**config.mk**
```make
export PLATFORM = sky130hd
export DESIGN_NAME = merge_tree
export DESIGN_NICKNAME = d
export VERILOG_FILES = /design/src/merge_tree_pkg.sv /design/src/merge_tree.sv /design/src/merge_node.sv /design/src/leaf_fetch.sv /design/src/prog_fifo.sv
export SDC_FILE = /design/constraint.sdc
export NUM_CORES = 2
export LEC_CHECK = 0
export BUFFER_PORTS_ARGS = -buffer_cell sky130_fd_sc_hd__buf_2
export CAP_MARGIN = 30
export CORE_MARGIN = 5
export CORE_UTILIZATION = 55
export DETAILED_ROUTE_END_ITERATION = 10
export PLACE_DENSITY_LB_ADDON = 0.05
export RECOVER_POWER = 50
export SYNTH_ARGS = -nofsm -noshare
export SYNTH_HDL_FRONTEND = slang
export SYNTH_SLANG_ARGS = --single-unit
```
**constraint.sdc**
```tcl
create_clock -name i_clk -period 9.89 [get_ports i_clk]
set_clock_uncertainty 0.15 [all_clocks]
set_input_delay 1.978 -clock i_clk [delete_from_list [all_inputs] [get_ports i_clk]]
set_output_delay 1.978 -clock i_clk [all_outputs]
set_load 0.02 [all_outputs]
```
**src/merge_tree_pkg.sv**
```systemverilog
package merge_tree_pkg;

    //////////////////////////////////////////////////////////////////////
    // record layout
    //////////////////////////////////////////////////////////////////////

    localparam int DATA_WIDTH    = 64;                       // key plus payload
    localparam int KEY_WIDTH     = 32;                       // upper bits, compared
    localparam int PAYLOAD_WIDTH = DATA_WIDTH - KEY_WIDTH;   // lower bits, carried along

    typedef logic [KEY_WIDTH-1:0]     key_t;       // ascending sort order
    typedef logic [PAYLOAD_WIDTH-1:0] payload_t;   // never compared

    // one record as it moves through the tree, 65 bits
    typedef struct packed {
        logic     last;      // end of run
        key_t     key;
        payload_t payload;
    } rec_t;

    //////////////////////////////////////////////////////////////////////
    // merge node FSM
    //////////////////////////////////////////////////////////////////////

    typedef enum logic [1:0] {
        ST_MERGE   = 2'd0,   // both runs open, compare keys
        ST_DRAIN_0 = 2'd1,   // run 1 done, forward input 0
        ST_DRAIN_1 = 2'd2    // run 0 done, forward input 1
    } merge_state_t;

endpackage
```
**src/merge_tree.sv**
```systemverilog
module merge_tree #(
    parameter int NUM_LEAVES = 4,   // power of two, at least 2
    parameter int FIFO_DEPTH = 8    // per node output FIFO
) (
    input  logic                                    i_clk,
    input  logic                                    i_arst_n,

    input  merge_tree_pkg::rec_t [NUM_LEAVES-1:0]   i_leaf_data,   // FWFT head of each leaf
    input  logic [NUM_LEAVES-1:0]                   i_leaf_vld,
    output logic [NUM_LEAVES-1:0]                   o_leaf_read,

    input  logic                                    i_root_read,   // only while o_root_vld
    output merge_tree_pkg::rec_t                    o_root_data,
    output logic                                    o_root_vld
);
    import merge_tree_pkg::*;

    localparam int NUM_NODES = NUM_LEAVES - 1;
    localparam int TREE_SIZE = 2 * NUM_LEAVES - 1;

    // heap order: entries 0..NUM_NODES-1 are node FIFO outputs,
    // the rest are the leaf prefetch registers, leaf 0 first
    rec_t [TREE_SIZE-1:0] tree_rec;
    logic [TREE_SIZE-1:0] tree_vld;
    logic [TREE_SIZE-1:0] tree_take;   // read strobe from the parent

    leaf_fetch #(
        .NUM_LEAVES (NUM_LEAVES)
    ) u_leaf_fetch (
        .i_clk       (i_clk),
        .i_arst_n    (i_arst_n),
        .i_leaf_data (i_leaf_data),
        .i_leaf_vld  (i_leaf_vld),
        .o_leaf_read (o_leaf_read),
        .o_rec       (tree_rec[TREE_SIZE-1:NUM_NODES]),
        .o_rec_vld   (tree_vld[TREE_SIZE-1:NUM_NODES]),
        .i_take      (tree_take[TREE_SIZE-1:NUM_NODES])
    );

    //////////////////////////////////////////////////////////////////////
    // node n merges children 2n+1 and 2n+2
    //////////////////////////////////////////////////////////////////////

    for (genvar n = 0; n < NUM_NODES; n++) begin : g_node
        merge_node #(
            .FIFO_DEPTH (FIFO_DEPTH)
        ) u_merge_node (
            .i_clk    (i_clk),
            .i_arst_n (i_arst_n),
            .i_rec_0  (tree_rec[2*n+1]),
            .i_vld_0  (tree_vld[2*n+1]),
            .i_rec_1  (tree_rec[2*n+2]),
            .i_vld_1  (tree_vld[2*n+2]),
            .o_take_0 (tree_take[2*n+1]),
            .o_take_1 (tree_take[2*n+2]),
            .i_pop    (tree_take[n]),
            .o_rec    (tree_rec[n]),
            .o_vld    (tree_vld[n])
        );
    end

    // the root node FIFO is the root buffer
    assign tree_take[0] = i_root_read;
    assign o_root_data  = tree_rec[0];
    assign o_root_vld   = tree_vld[0];

endmodule

```
**src/merge_node.sv**
```systemverilog
module merge_node #(
    parameter int FIFO_DEPTH = 8
) (
    input  logic                 i_clk,
    input  logic                 i_arst_n,

    // two sorted input runs
    input  merge_tree_pkg::rec_t i_rec_0,
    input  logic                 i_vld_0,
    input  merge_tree_pkg::rec_t i_rec_1,
    input  logic                 i_vld_1,
    output logic                 o_take_0,   // consume i_rec_0 this cycle
    output logic                 o_take_1,   // consume i_rec_1 this cycle

    // merged run out of the node FIFO
    input  logic                 i_pop,
    output merge_tree_pkg::rec_t o_rec,
    output logic                 o_vld
);
    import merge_tree_pkg::*;

    merge_state_t state;
    merge_state_t state_nxt;
    logic         pick_1;        // input 1 holds the smaller key
    logic         take_0;
    logic         take_1;
    rec_t         sel_rec;       // taken record, last flag adjusted
    logic         wr_vld;        // write register toward the FIFO
    rec_t         wr_rec;
    logic         fifo_empty;
    logic         fifo_prog_full;

    //////////////////////////////////////////////////////////////////////
    // compare and select
    //////////////////////////////////////////////////////////////////////

    assign pick_1 = (i_rec_1.key < i_rec_0.key);   // tie goes to input 0

    always_comb begin
        take_0    = 1'b0;
        take_1    = 1'b0;
        sel_rec   = i_rec_0;
        state_nxt = state;
        case (state)
            ST_MERGE: begin
                if (i_vld_0 && i_vld_1 && !fifo_prog_full) begin
                    take_0 = !pick_1;
                    take_1 = pick_1;
                end
                sel_rec = pick_1 ? i_rec_1 : i_rec_0;
                // one run ended, the merged run goes on with the other
                if ((take_0 || take_1) && sel_rec.last) begin
                    state_nxt    = pick_1 ? ST_DRAIN_0 : ST_DRAIN_1;
                    sel_rec.last = 1'b0;
                end
            end
            ST_DRAIN_0: begin
                take_0  = i_vld_0 && !fifo_prog_full;
                sel_rec = i_rec_0;                       // forwarded as is
                if (take_0 && i_rec_0.last) state_nxt = ST_MERGE;
            end
            ST_DRAIN_1: begin
                take_1  = i_vld_1 && !fifo_prog_full;
                sel_rec = i_rec_1;
                if (take_1 && i_rec_1.last) state_nxt = ST_MERGE;
            end
            default: state_nxt = ST_MERGE;
        endcase
    end

    //////////////////////////////////////////////////////////////////////
    // state and write register
    //////////////////////////////////////////////////////////////////////

    always_ff @(posedge i_clk or negedge i_arst_n) begin
        if (!i_arst_n) begin
            state  <= ST_MERGE;
            wr_vld <= 1'b0;
        end else begin
            state  <= state_nxt;
            wr_vld <= take_0 || take_1;   // FIFO write one cycle after the take
        end
    end

    always_ff @(posedge i_clk) begin
        if (take_0 || take_1) wr_rec <= sel_rec;
    end

    // threshold leaves room for the record still in the write register
    prog_fifo #(
        .FIFO_DEPTH       (FIFO_DEPTH),
        .PROG_FULL_THRESH (FIFO_DEPTH - 2)
    ) u_prog_fifo (
        .i_clk       (i_clk),
        .i_arst_n    (i_arst_n),
        .i_wr_en     (wr_vld),
        .i_din       (wr_rec),
        .i_rd_en     (i_pop),
        .o_dout      (o_rec),
        .o_empty     (fifo_empty),
        .o_prog_full (fifo_prog_full)
    );

    assign o_take_0 = take_0;
    assign o_take_1 = take_1;
    assign o_vld    = !fifo_empty;

endmodule

```
**src/leaf_fetch.sv**
```systemverilog
module leaf_fetch #(
    parameter int NUM_LEAVES = 4
) (
    input  logic                                    i_clk,
    input  logic                                    i_arst_n,

    // external first-word-fall-through leaf buffers
    input  merge_tree_pkg::rec_t [NUM_LEAVES-1:0]   i_leaf_data,
    input  logic [NUM_LEAVES-1:0]                   i_leaf_vld,
    output logic [NUM_LEAVES-1:0]                   o_leaf_read,

    // toward the first tree level
    output merge_tree_pkg::rec_t [NUM_LEAVES-1:0]   o_rec,
    output logic [NUM_LEAVES-1:0]                   o_rec_vld,
    input  logic [NUM_LEAVES-1:0]                   i_take
);
    import merge_tree_pkg::*;

    rec_t [NUM_LEAVES-1:0] hold_rec;    // one-entry prefetch per leaf
    logic [NUM_LEAVES-1:0] hold_full;

    //////////////////////////////////////////////////////////////////////
    // refill control
    //////////////////////////////////////////////////////////////////////

    // read when the slot is free now or frees up at this edge
    assign o_leaf_read = i_leaf_vld & (~hold_full | i_take);

    always_ff @(posedge i_clk or negedge i_arst_n) begin
        if (!i_arst_n) begin
            hold_full <= '0;
        end else begin
            hold_full <= o_leaf_read | (hold_full & ~i_take);   // refill wins over take
        end
    end

    //////////////////////////////////////////////////////////////////////
    // holding registers
    //////////////////////////////////////////////////////////////////////

    always_ff @(posedge i_clk) begin
        for (int i = 0; i < NUM_LEAVES; i++) begin
            if (o_leaf_read[i]) begin
                hold_rec[i] <= i_leaf_data[i];   // shown one cycle after the read
            end
        end
    end

    assign o_rec     = hold_rec;
    assign o_rec_vld = hold_full;

endmodule

```
**src/prog_fifo.sv**
```systemverilog
module prog_fifo #(
    parameter int FIFO_DEPTH       = 8,
    parameter int PROG_FULL_THRESH = FIFO_DEPTH - 2
) (
    input  logic                 i_clk,
    input  logic                 i_arst_n,

    input  logic                 i_wr_en,       // push i_din at the edge
    input  merge_tree_pkg::rec_t i_din,

    input  logic                 i_rd_en,       // pop head at the edge
    output merge_tree_pkg::rec_t o_dout,        // head, first-word fall-through

    output logic                 o_empty,
    output logic                 o_prog_full    // count at or above threshold
);
    import merge_tree_pkg::*;

    localparam int PTR_W = (FIFO_DEPTH > 1) ? $clog2(FIFO_DEPTH) : 1;
    localparam int CNT_W = $clog2(FIFO_DEPTH + 1);

    typedef logic [PTR_W-1:0] ptr_t;
    typedef logic [CNT_W-1:0] cnt_t;

    rec_t mem [FIFO_DEPTH];
    ptr_t wr_ptr;
    ptr_t rd_ptr;
    cnt_t count;
    logic do_wr;
    logic do_rd;

    // pointer advance with wrap, depth need not be a power of two
    function automatic ptr_t ptr_inc(input ptr_t p);
        return (p == ptr_t'(FIFO_DEPTH - 1)) ? '0 : p + ptr_t'(1);
    endfunction

    assign do_wr = i_wr_en && (count != cnt_t'(FIFO_DEPTH));   // never overwrite the head
    assign do_rd = i_rd_en && !o_empty;

    always_ff @(posedge i_clk or negedge i_arst_n) begin
        if (!i_arst_n) begin
            wr_ptr <= '0;
            rd_ptr <= '0;
            count  <= '0;
        end else begin
            if (do_wr) wr_ptr <= ptr_inc(wr_ptr);
            if (do_rd) rd_ptr <= ptr_inc(rd_ptr);
            case ({do_wr, do_rd})
                2'b10:   count <= count + cnt_t'(1);
                2'b01:   count <= count - cnt_t'(1);
                default: count <= count;             // idle or push and pop together
            endcase
        end
    end

    always_ff @(posedge i_clk) begin
        if (do_wr) mem[wr_ptr] <= i_din;
    end

    assign o_dout      = mem[rd_ptr];
    assign o_empty     = (count == '0);
    assign o_prog_full = (count >= cnt_t'(PROG_FULL_THRESH));

endmodule

```
---- After elaboration in Yosys (flattened, before gate mapping) ----
Memories as Yosys holds them, arrays and structs flattened.
Cells that the tools add are included.
cells by class
  muxes and demuxes ....................... 57
  magnitude comparators ................... 6
  bitwise logic cells ..................... 6
  add/sub/neg operators ................... 12
  equal/unequal tests ..................... 30
  reductions and logical operators ........ 54
operators by type and width
  operator                                               number
  case mux 65 bit (2 select lines)                       3
  2-to-1 mux 65 bit                                      3
  < comparator 32 bit                                    3
  logical AND 1 bit                                      27
  2-to-1 mux 2 bit                                       12
  case mux 4 bit (2 select lines)                        3
  2-to-1 mux 1 bit                                       21
  adder 3 x 1 -> 3 bit, second input constant            6
  == test 3 bit, second input constant                   6
  2-to-1 mux 3 bit                                       6
  inequality test 2 x 1 -> 1 bit, second input constant  9
  case mux 2 bit (3 select lines)                        3
  adder 4 x 1 -> 4 bit, second input constant            3
  == test 2 x 1 -> 1 bit, second input constant          6
  == test 2 bit, second input constant                   6
  >= comparator 4 x 3 -> 1 bit, second input constant    3
  logical NOT 4 bit                                      3
  inequality test 4 bit, second input constant           3
  case mux 1 bit (2 select lines)                        6
  subtractor 4 x 1 -> 4 bit, second input constant       3
  logical NOT 1 bit                                      9
  AND reduction 3 bit                                    3
  bitwise AND 4 bit                                      2
  inverter 4 bit                                         2
  4 further kinds                                        14
word-level totals
  memories ................................ 3
  logic and storage cells ................. 205
  output and inout port bits .............. 70
  bits of input ports ..................... 267
  register bits after elaboration ......... 498
  bits in writable memories ............... 1,560
memory list
  memory                                  depth  width  rd ports  clocked after memory_dff  write ports  line             RTL
  g_node[0].u_merge_node.u_prog_fifo.mem  8      65     1         0                         1            prog_fifo.sv:25  rec_t mem [FIFO_DEPTH];
  g_node[1].u_merge_node.u_prog_fifo.mem  8      65     1         0                         1            prog_fifo.sv:25
  g_node[2].u_merge_node.u_prog_fifo.mem  8      65     1         0                         1            prog_fifo.sv:25

---- Depth between registers and ports, before layout ----
  depth in word-level cells ............... 10
  mapped depth ............................ 21
  mapped depth without buffers ............ 18

---- Hierarchy ----
From an unflattened synthesis, not the netlist that was laid out.
second synthesis, totals
  cell total of the unflattened synthesis .. 4,228
  area, all modules ....................... 83,329.9 sq um
by module, submodules not included
  module                                          area an instance (sq um)  seq. area each (sq um)  cells each  instances
  prog_fifo (g_node[2].u_merge_node.u_prog_fifo)  20,191.9                  15,865.2                823         1
  prog_fifo (g_node[0].u_merge_node.u_prog_fifo)  20,188.1                  15,865.2                822         1
  prog_fifo (g_node[1].u_merge_node.u_prog_fifo)  20,188.1                  15,865.2                823         1
  merge_node (g_node[1].u_merge_node ...)         5,472.7                   2,026.9                 602         2
  leaf_fetch                                      8,022.7                   7,907.6                 276         1
  merge_node (g_node[0].u_merge_node)             3,793.6                   2,026.9                 280         1

---- Worst setup path after synthesis ----
No wires, ideal clock.
  kind .................................... in2out
  start ................................... input i_leaf_vld[3]
  end ..................................... output o_leaf_read[3]
  slack ................................... 0.388 ns
  path buffers ............................ 0
  required time ........................... 7.762 ns
  arrival ................................. 7.374 ns
  stages .................................. 2
  cell sequence ........................... inv_1 a311oi_1
on the way
  cells in the longest elaborated chain, start to end .. 1
ends and longest elaborated chain
  what                line              RTL
  start: declaration  merge_tree.sv:9   input logic [NUM_LEAVES-1:0] i_leaf_vld,
  bitwise AND 4 bit   leaf_fetch.sv:27  assign o_leaf_read = i_leaf_vld & (~hold_full | i_take);
  end: declaration    merge_tree.sv:10  output logic [NUM_LEAVES-1:0] o_leaf_read,
Every way passes these cells.

---- Worst setup path in the final report ----
  start ................................... register u_leaf_fetch.hold_rec (netlist bit u_leaf_fetch.o_rec[242])
  end ..................................... output o_leaf_read[3]
on the way
  cells in the longest elaborated chain, start to end .. 6
ends and longest elaborated chain
  what                              line              RTL
  start: declaration                leaf_fetch.sv:19  rec_t [NUM_LEAVES-1:0] hold_rec;
  start signal: indexed assignment  leaf_fetch.sv:44  hold_rec[i] <= i_leaf_data[i];
  < comparator 32 bit               merge_node.sv:37  assign pick_1 = (i_rec_1.key < i_rec_0.key);
  2-to-1 mux 1 bit                  merge_node.sv:46  if (i_vld_0 && i_vld_1 && !fifo_prog_full) begin
  2-to-1 mux 1 bit                  merge_node.sv:44  case (state)
  case mux 1 bit (2 select lines)   merge_node.sv:44
  OR 4 bit                          leaf_fetch.sv:27
  bitwise AND 4 bit                 leaf_fetch.sv:27
Every way passes these cells. The select of a mux whose other input is x is not followed.

==> impl_summary.md <==
Run status
The final reports fail on capacitance limit, slew limit. The flow ran to the end, but the final reports show violations.

Placed design
Once placement finished, the instance area stood at approximately 86000 µm². In this run, placement finished with an instance count of 6184. The HPWL after detailed placement is 113000 µm.

The count of buffers added on input and output ports is 336. The placer's final routability congestion estimate is just over 0.8.

Power
Power spread over the standard cell area amounts to 353 nW/µm². The power consumption is 32500 µW. The leakage power is 0.0310 µW. The worst-case IR drop observed on VDD is 0.429 mV.

Clock tree
In this run the post-CTS setup repair buffer count came out at 0. The clock latency of the later-clocked register in the worst-skew pair is 820 ps. The number of levels the H-tree was split into is 4.

In this run the deepest clock path goes through 3 buffers. The number of resized instances in the post-cts repair step is 0. The number of hold buffers added after CTS was 0. The number of clock sinks is 2058. The clock-pin slew on the worst setup and hold paths is around 60 ps. The TritonCTS clock tree is built.

The number of buffers added by the clock tree synthesis step is approximately 200. The root buffer selected by CTS is sky130_fd_sc_hd__clkbuf_16.

Floorplan
The placeable core area is between 100000 and 150000 µm². The floorplan die area is approximately 160000 µm². The die is a little under 400 µm tall.

Pin placement for this block handled roughly 340 I/O pins. The overall die width is a little under 400 µm. The row count is between 100 and 150. The initial cell density of the core is 55.1%.

Run
The number of max-cap violations is 8.

Timing
The final count of negative-setup-slack endpoints is 0. The clock period minus worst slack is 6480 ps. Timing would allow up to 0.154 GHz. For the pin with the worst max-slew slack, the measured transition is between 3000 and 4000 ps. Adding up every negative setup slack in the final design gives 0 ps. The relative max-transition margin is -124%. The max-slew violation count is around 220. Setup repair after global routing left no endpoint under its margin. Hold is met by 357 ps. The final count of hold timing violations is 0.

The final worst-path cycle share is 65.6%.

Worst setup path
The signal on the critical path passes through ha_1, a21oi_1, o21ai_0, nand4_1, o2111ai_1, a211oi_1, buf_4, nand2_1, a311oi_4, buf_4, buf_2. For the worst setup path, the data required time is 7760 ps. The endpoint kind of the worst setup timing path is an output port. The delay of the slowest cell on the worst path is around 530 ps. The critical path is of the register to output port type. STA puts the critical path data arrival time at 4350 ps. In this run the worst path has a maximum fanout of 23. The critical path contains buffers and inverters numbering 3 combined.

The most repeated library cell on the critical path is sky130_fd_sc_hd__buf_4. The type of origin of the critical path is a register. The master of the slowest instance on the critical path is sky130_fd_sc_hd__edfxtp_1.

The cell family contributing the most delay on the critical path is compound AO/OA/AOI/OAI gates.

Cells and area
The top cell types in the final layout, fill and taps aside, are sky130_fd_sc_hd__edfxtp_1 (2015), sky130_fd_sc_hd__mux4_2 (390), sky130_fd_sc_hd__buf_2 (277), sky130_fd_sc_hd__clkbuf_16 (206), sky130_fd_sc_hd__mux2i_1 (194). The post-layout instance count excluding filler cells is 6557. The share of cells above drive strength 1 is 25.9%. The library cell used most frequently in the layout, excluding fill and tap cells, is sky130_fd_sc_hd__edfxtp_1. The layout overhead on the synthesized area is 13.4%. With fillers left out, the area of the finished cells amounts to 92100 µm². The number of nets in the finished design is 4843.

Synth
In the synthesized netlist the dominant register cell turns out to be sky130_fd_sc_hd__edfxtp_1. The async set-or-reset flop fraction in the synthesized netlist is 2.09%. Averaged over all synthesized cells, the footprint is 20.1 µm². In the synthesized netlist, the number of instances is 4041. The number of unique standard cell types used by synthesis is 58. Counting flops with a built-in enable in the synthesized netlist gives around 2000.

Synthesis produced a netlist with a net count of 4425. After synthesis the netlist holds a flip-flop and latch count of 2058. The sequential element share of the synthesized area is 75.8%. The area of the mapped netlist is approximately 80000 µm². Yosys printed 0 warnings.

Drt
The number of vias per cell is 6.03. The residual DRC count is 0. The total wirelength of the detailed-routed design is 184000 µm. The average wire per standard cell is 28.1 µm. The vias after detailed routing is 39500.

The length of the first detailed-routing pass in iterations is 7. The detail route stage leaves a number of antenna-violating nets equal to 0. The violation count after the first detailed-route iteration is 3328.

GRT
The number of global-route vias before repair is roughly 40000. The global-route congestion overflow total is 0. The first global-routing pass estimated 271000 µm of wire. The global routing usage summed across all routing layers is 23.8%. Entering global routing, the biggest net connects 90 pins. The initial antenna violation count came to 13.

Hold path
The tightest min-delay check is of the register to register type.
-- where the power goes --
| group | internal (µW) | total, µW | switching, µW |
|---|---|---|---|
| logic | 3970 | 9770 | 5800 |
| clock network | 4490 | 7670 | 3180 |
| registers | 13200 | 15100 | 1920 |
| total | 21700 | 32500 | 10900 |
-- registers in the layout (all words and copies together), names as in the netlist --
signal / flops
g_node.u_merge_node.wr_rec: 195
u_leaf_fetch.o_rec_vld: 4
u_leaf_fetch.o_rec: 260
g_node.u_merge_node.u_prog_fifo.count: 12
g_node.u_merge_node.state: 6
g_node.u_merge_node.u_prog_fifo.rd_ptr: 9
g_node.u_merge_node.u_prog_fifo.mem: 1560
g_node.u_merge_node.u_prog_fifo.wr_ptr: 9
g_node.u_merge_node.wr_vld: 3
-- area by class of cell --
type / instances / area (µm²)
Antenna cell: 2 / 5.00
Clock buffer: 263 / 5430
Inverter: 110 / 413
Timing Repair Buffer: 418 / 2330
Clock inverter: 107 / 1230
Sequential cell: 2058 / 61600
Multi-Input combinational cell: 1669 / 18700
Fill cell: 10200 / 55200
Tap cell: 1930 / 2410
-- logic make-up after synthesis --
group / Yosys count / synth area share (%)
xor gates and xnor gates: 12 / 0.129
muxes: 724 / 15.1
AOI/OAI and AO/OA: 277 / 2.29
buffers and inverters: 314 / 1.47
DFF: 2058 / 75.8
adders and majority gates: 117 / 1.83
and+or+nand+nor: 539 / 3.34
-- metrics by stage --
step                      utilization [%]  setup slack [ps]
after floorplan                         -               388
after global placement               58.0              3560
after detailed placement             58.1              3490
after CTS                            62.6              3310
after global routing                 62.5              3180
final                                62.5              3410
-- synth_stat cells (3+ instances only) --
library cell	number	share of area (%)
sky130_fd_sc_hd__edfxtp_1	2015	74
sky130_fd_sc_hd__mux4_2	390	11
sky130_fd_sc_hd__mux2i_1	194	2.4
sky130_fd_sc_hd__clkbuf_1	147	0.68
sky130_fd_sc_hd__mux2_2	137	1.9
sky130_fd_sc_hd__nor2_1	126	0.58
sky130_fd_sc_hd__ha_1	114	1.8
sky130_fd_sc_hd__inv_1	110	0.51
sky130_fd_sc_hd__nor2b_1	105	0.81
sky130_fd_sc_hd__o21ai_0	99	0.61
sky130_fd_sc_hd__nand2_1	95	0.44
sky130_fd_sc_hd__nand4_1	81	0.62
sky130_fd_sc_hd__nand3_1	78	0.48
sky130_fd_sc_hd__a221oi_1	54	0.58
sky130_fd_sc_hd__buf_1	49	0.23
sky130_fd_sc_hd__dfrtp_1	43	1.3
sky130_fd_sc_hd__a21oi_1	34	0.21
sky130_fd_sc_hd__a21o_1	19	0.18
sky130_fd_sc_hd__nand2b_1	18	0.14
sky130_fd_sc_hd__nor3_1	18	0.11
sky130_fd_sc_hd__a222oi_1	11	0.14
sky130_fd_sc_hd__a211oi_1	9	0.083
sky130_fd_sc_hd__a31oi_1	8	0.062
sky130_fd_sc_hd__o21a_1	8	0.074
sky130_fd_sc_hd__buf_2	7	0.043
sky130_fd_sc_hd__xnor2_1	6	0.065
sky130_fd_sc_hd__xor2_1	6	0.065
sky130_fd_sc_hd__a22o_1	4	0.043
sky130_fd_sc_hd__a2111oi_0	3	0.032
sky130_fd_sc_hd__a311oi_1	3	0.032
sky130_fd_sc_hd__fa_1	3	0.074
sky130_fd_sc_hd__mux2_1	3	0.042
sky130_fd_sc_hd__nor4_1	3	0.023
sky130_fd_sc_hd__o2111ai_1	3	0.032
sky130_fd_sc_hd__o211ai_1	3	0.028
sky130_fd_sc_hd__or2_2	3	0.023
sky130_fd_sc_hd__or4_1	3	0.028
-- layer usage --
layer	track usage, %	part of all wire (%)	wire length, µm
met5	0	0.035	65
met4	5.98	2.2	4110
met3	4.34	6.5	11900
met2	38.8	49	91000
met1	33.7	42	77100
-- path summary, 6_finish.rpt --
path / from / endpoint / slack [ps] / depth (start not counted)
setup / recovery: u_leaf_fetch.o_rec[242] / o_leaf_read[3] / 3410 / 11
hold reg to reg: g_node[0].u_merge_node.u_prog_fifo.count[3] / g_node[0].u_merge_node.u_prog_fifo.count[3] / 360 / 1
min in group asynchronous: i_arst_n / u_leaf_fetch.o_rec_vld[2] / 2220 / 2
setup reg to reg: g_node[2].u_merge_node.u_prog_fifo.rd_ptr[1] / g_node[0].u_merge_node.wr_rec[8] / 3570 / 14
hold / removal: g_node[0].u_merge_node.u_prog_fifo.count[3] / g_node[0].u_merge_node.u_prog_fifo.count[3] / 360 / 1
max in group asynchronous: i_arst_n / g_node[0].u_merge_node.u_prog_fifo.rd_ptr[2] / 4900 / 2
(Power assumes the default switching activity.)
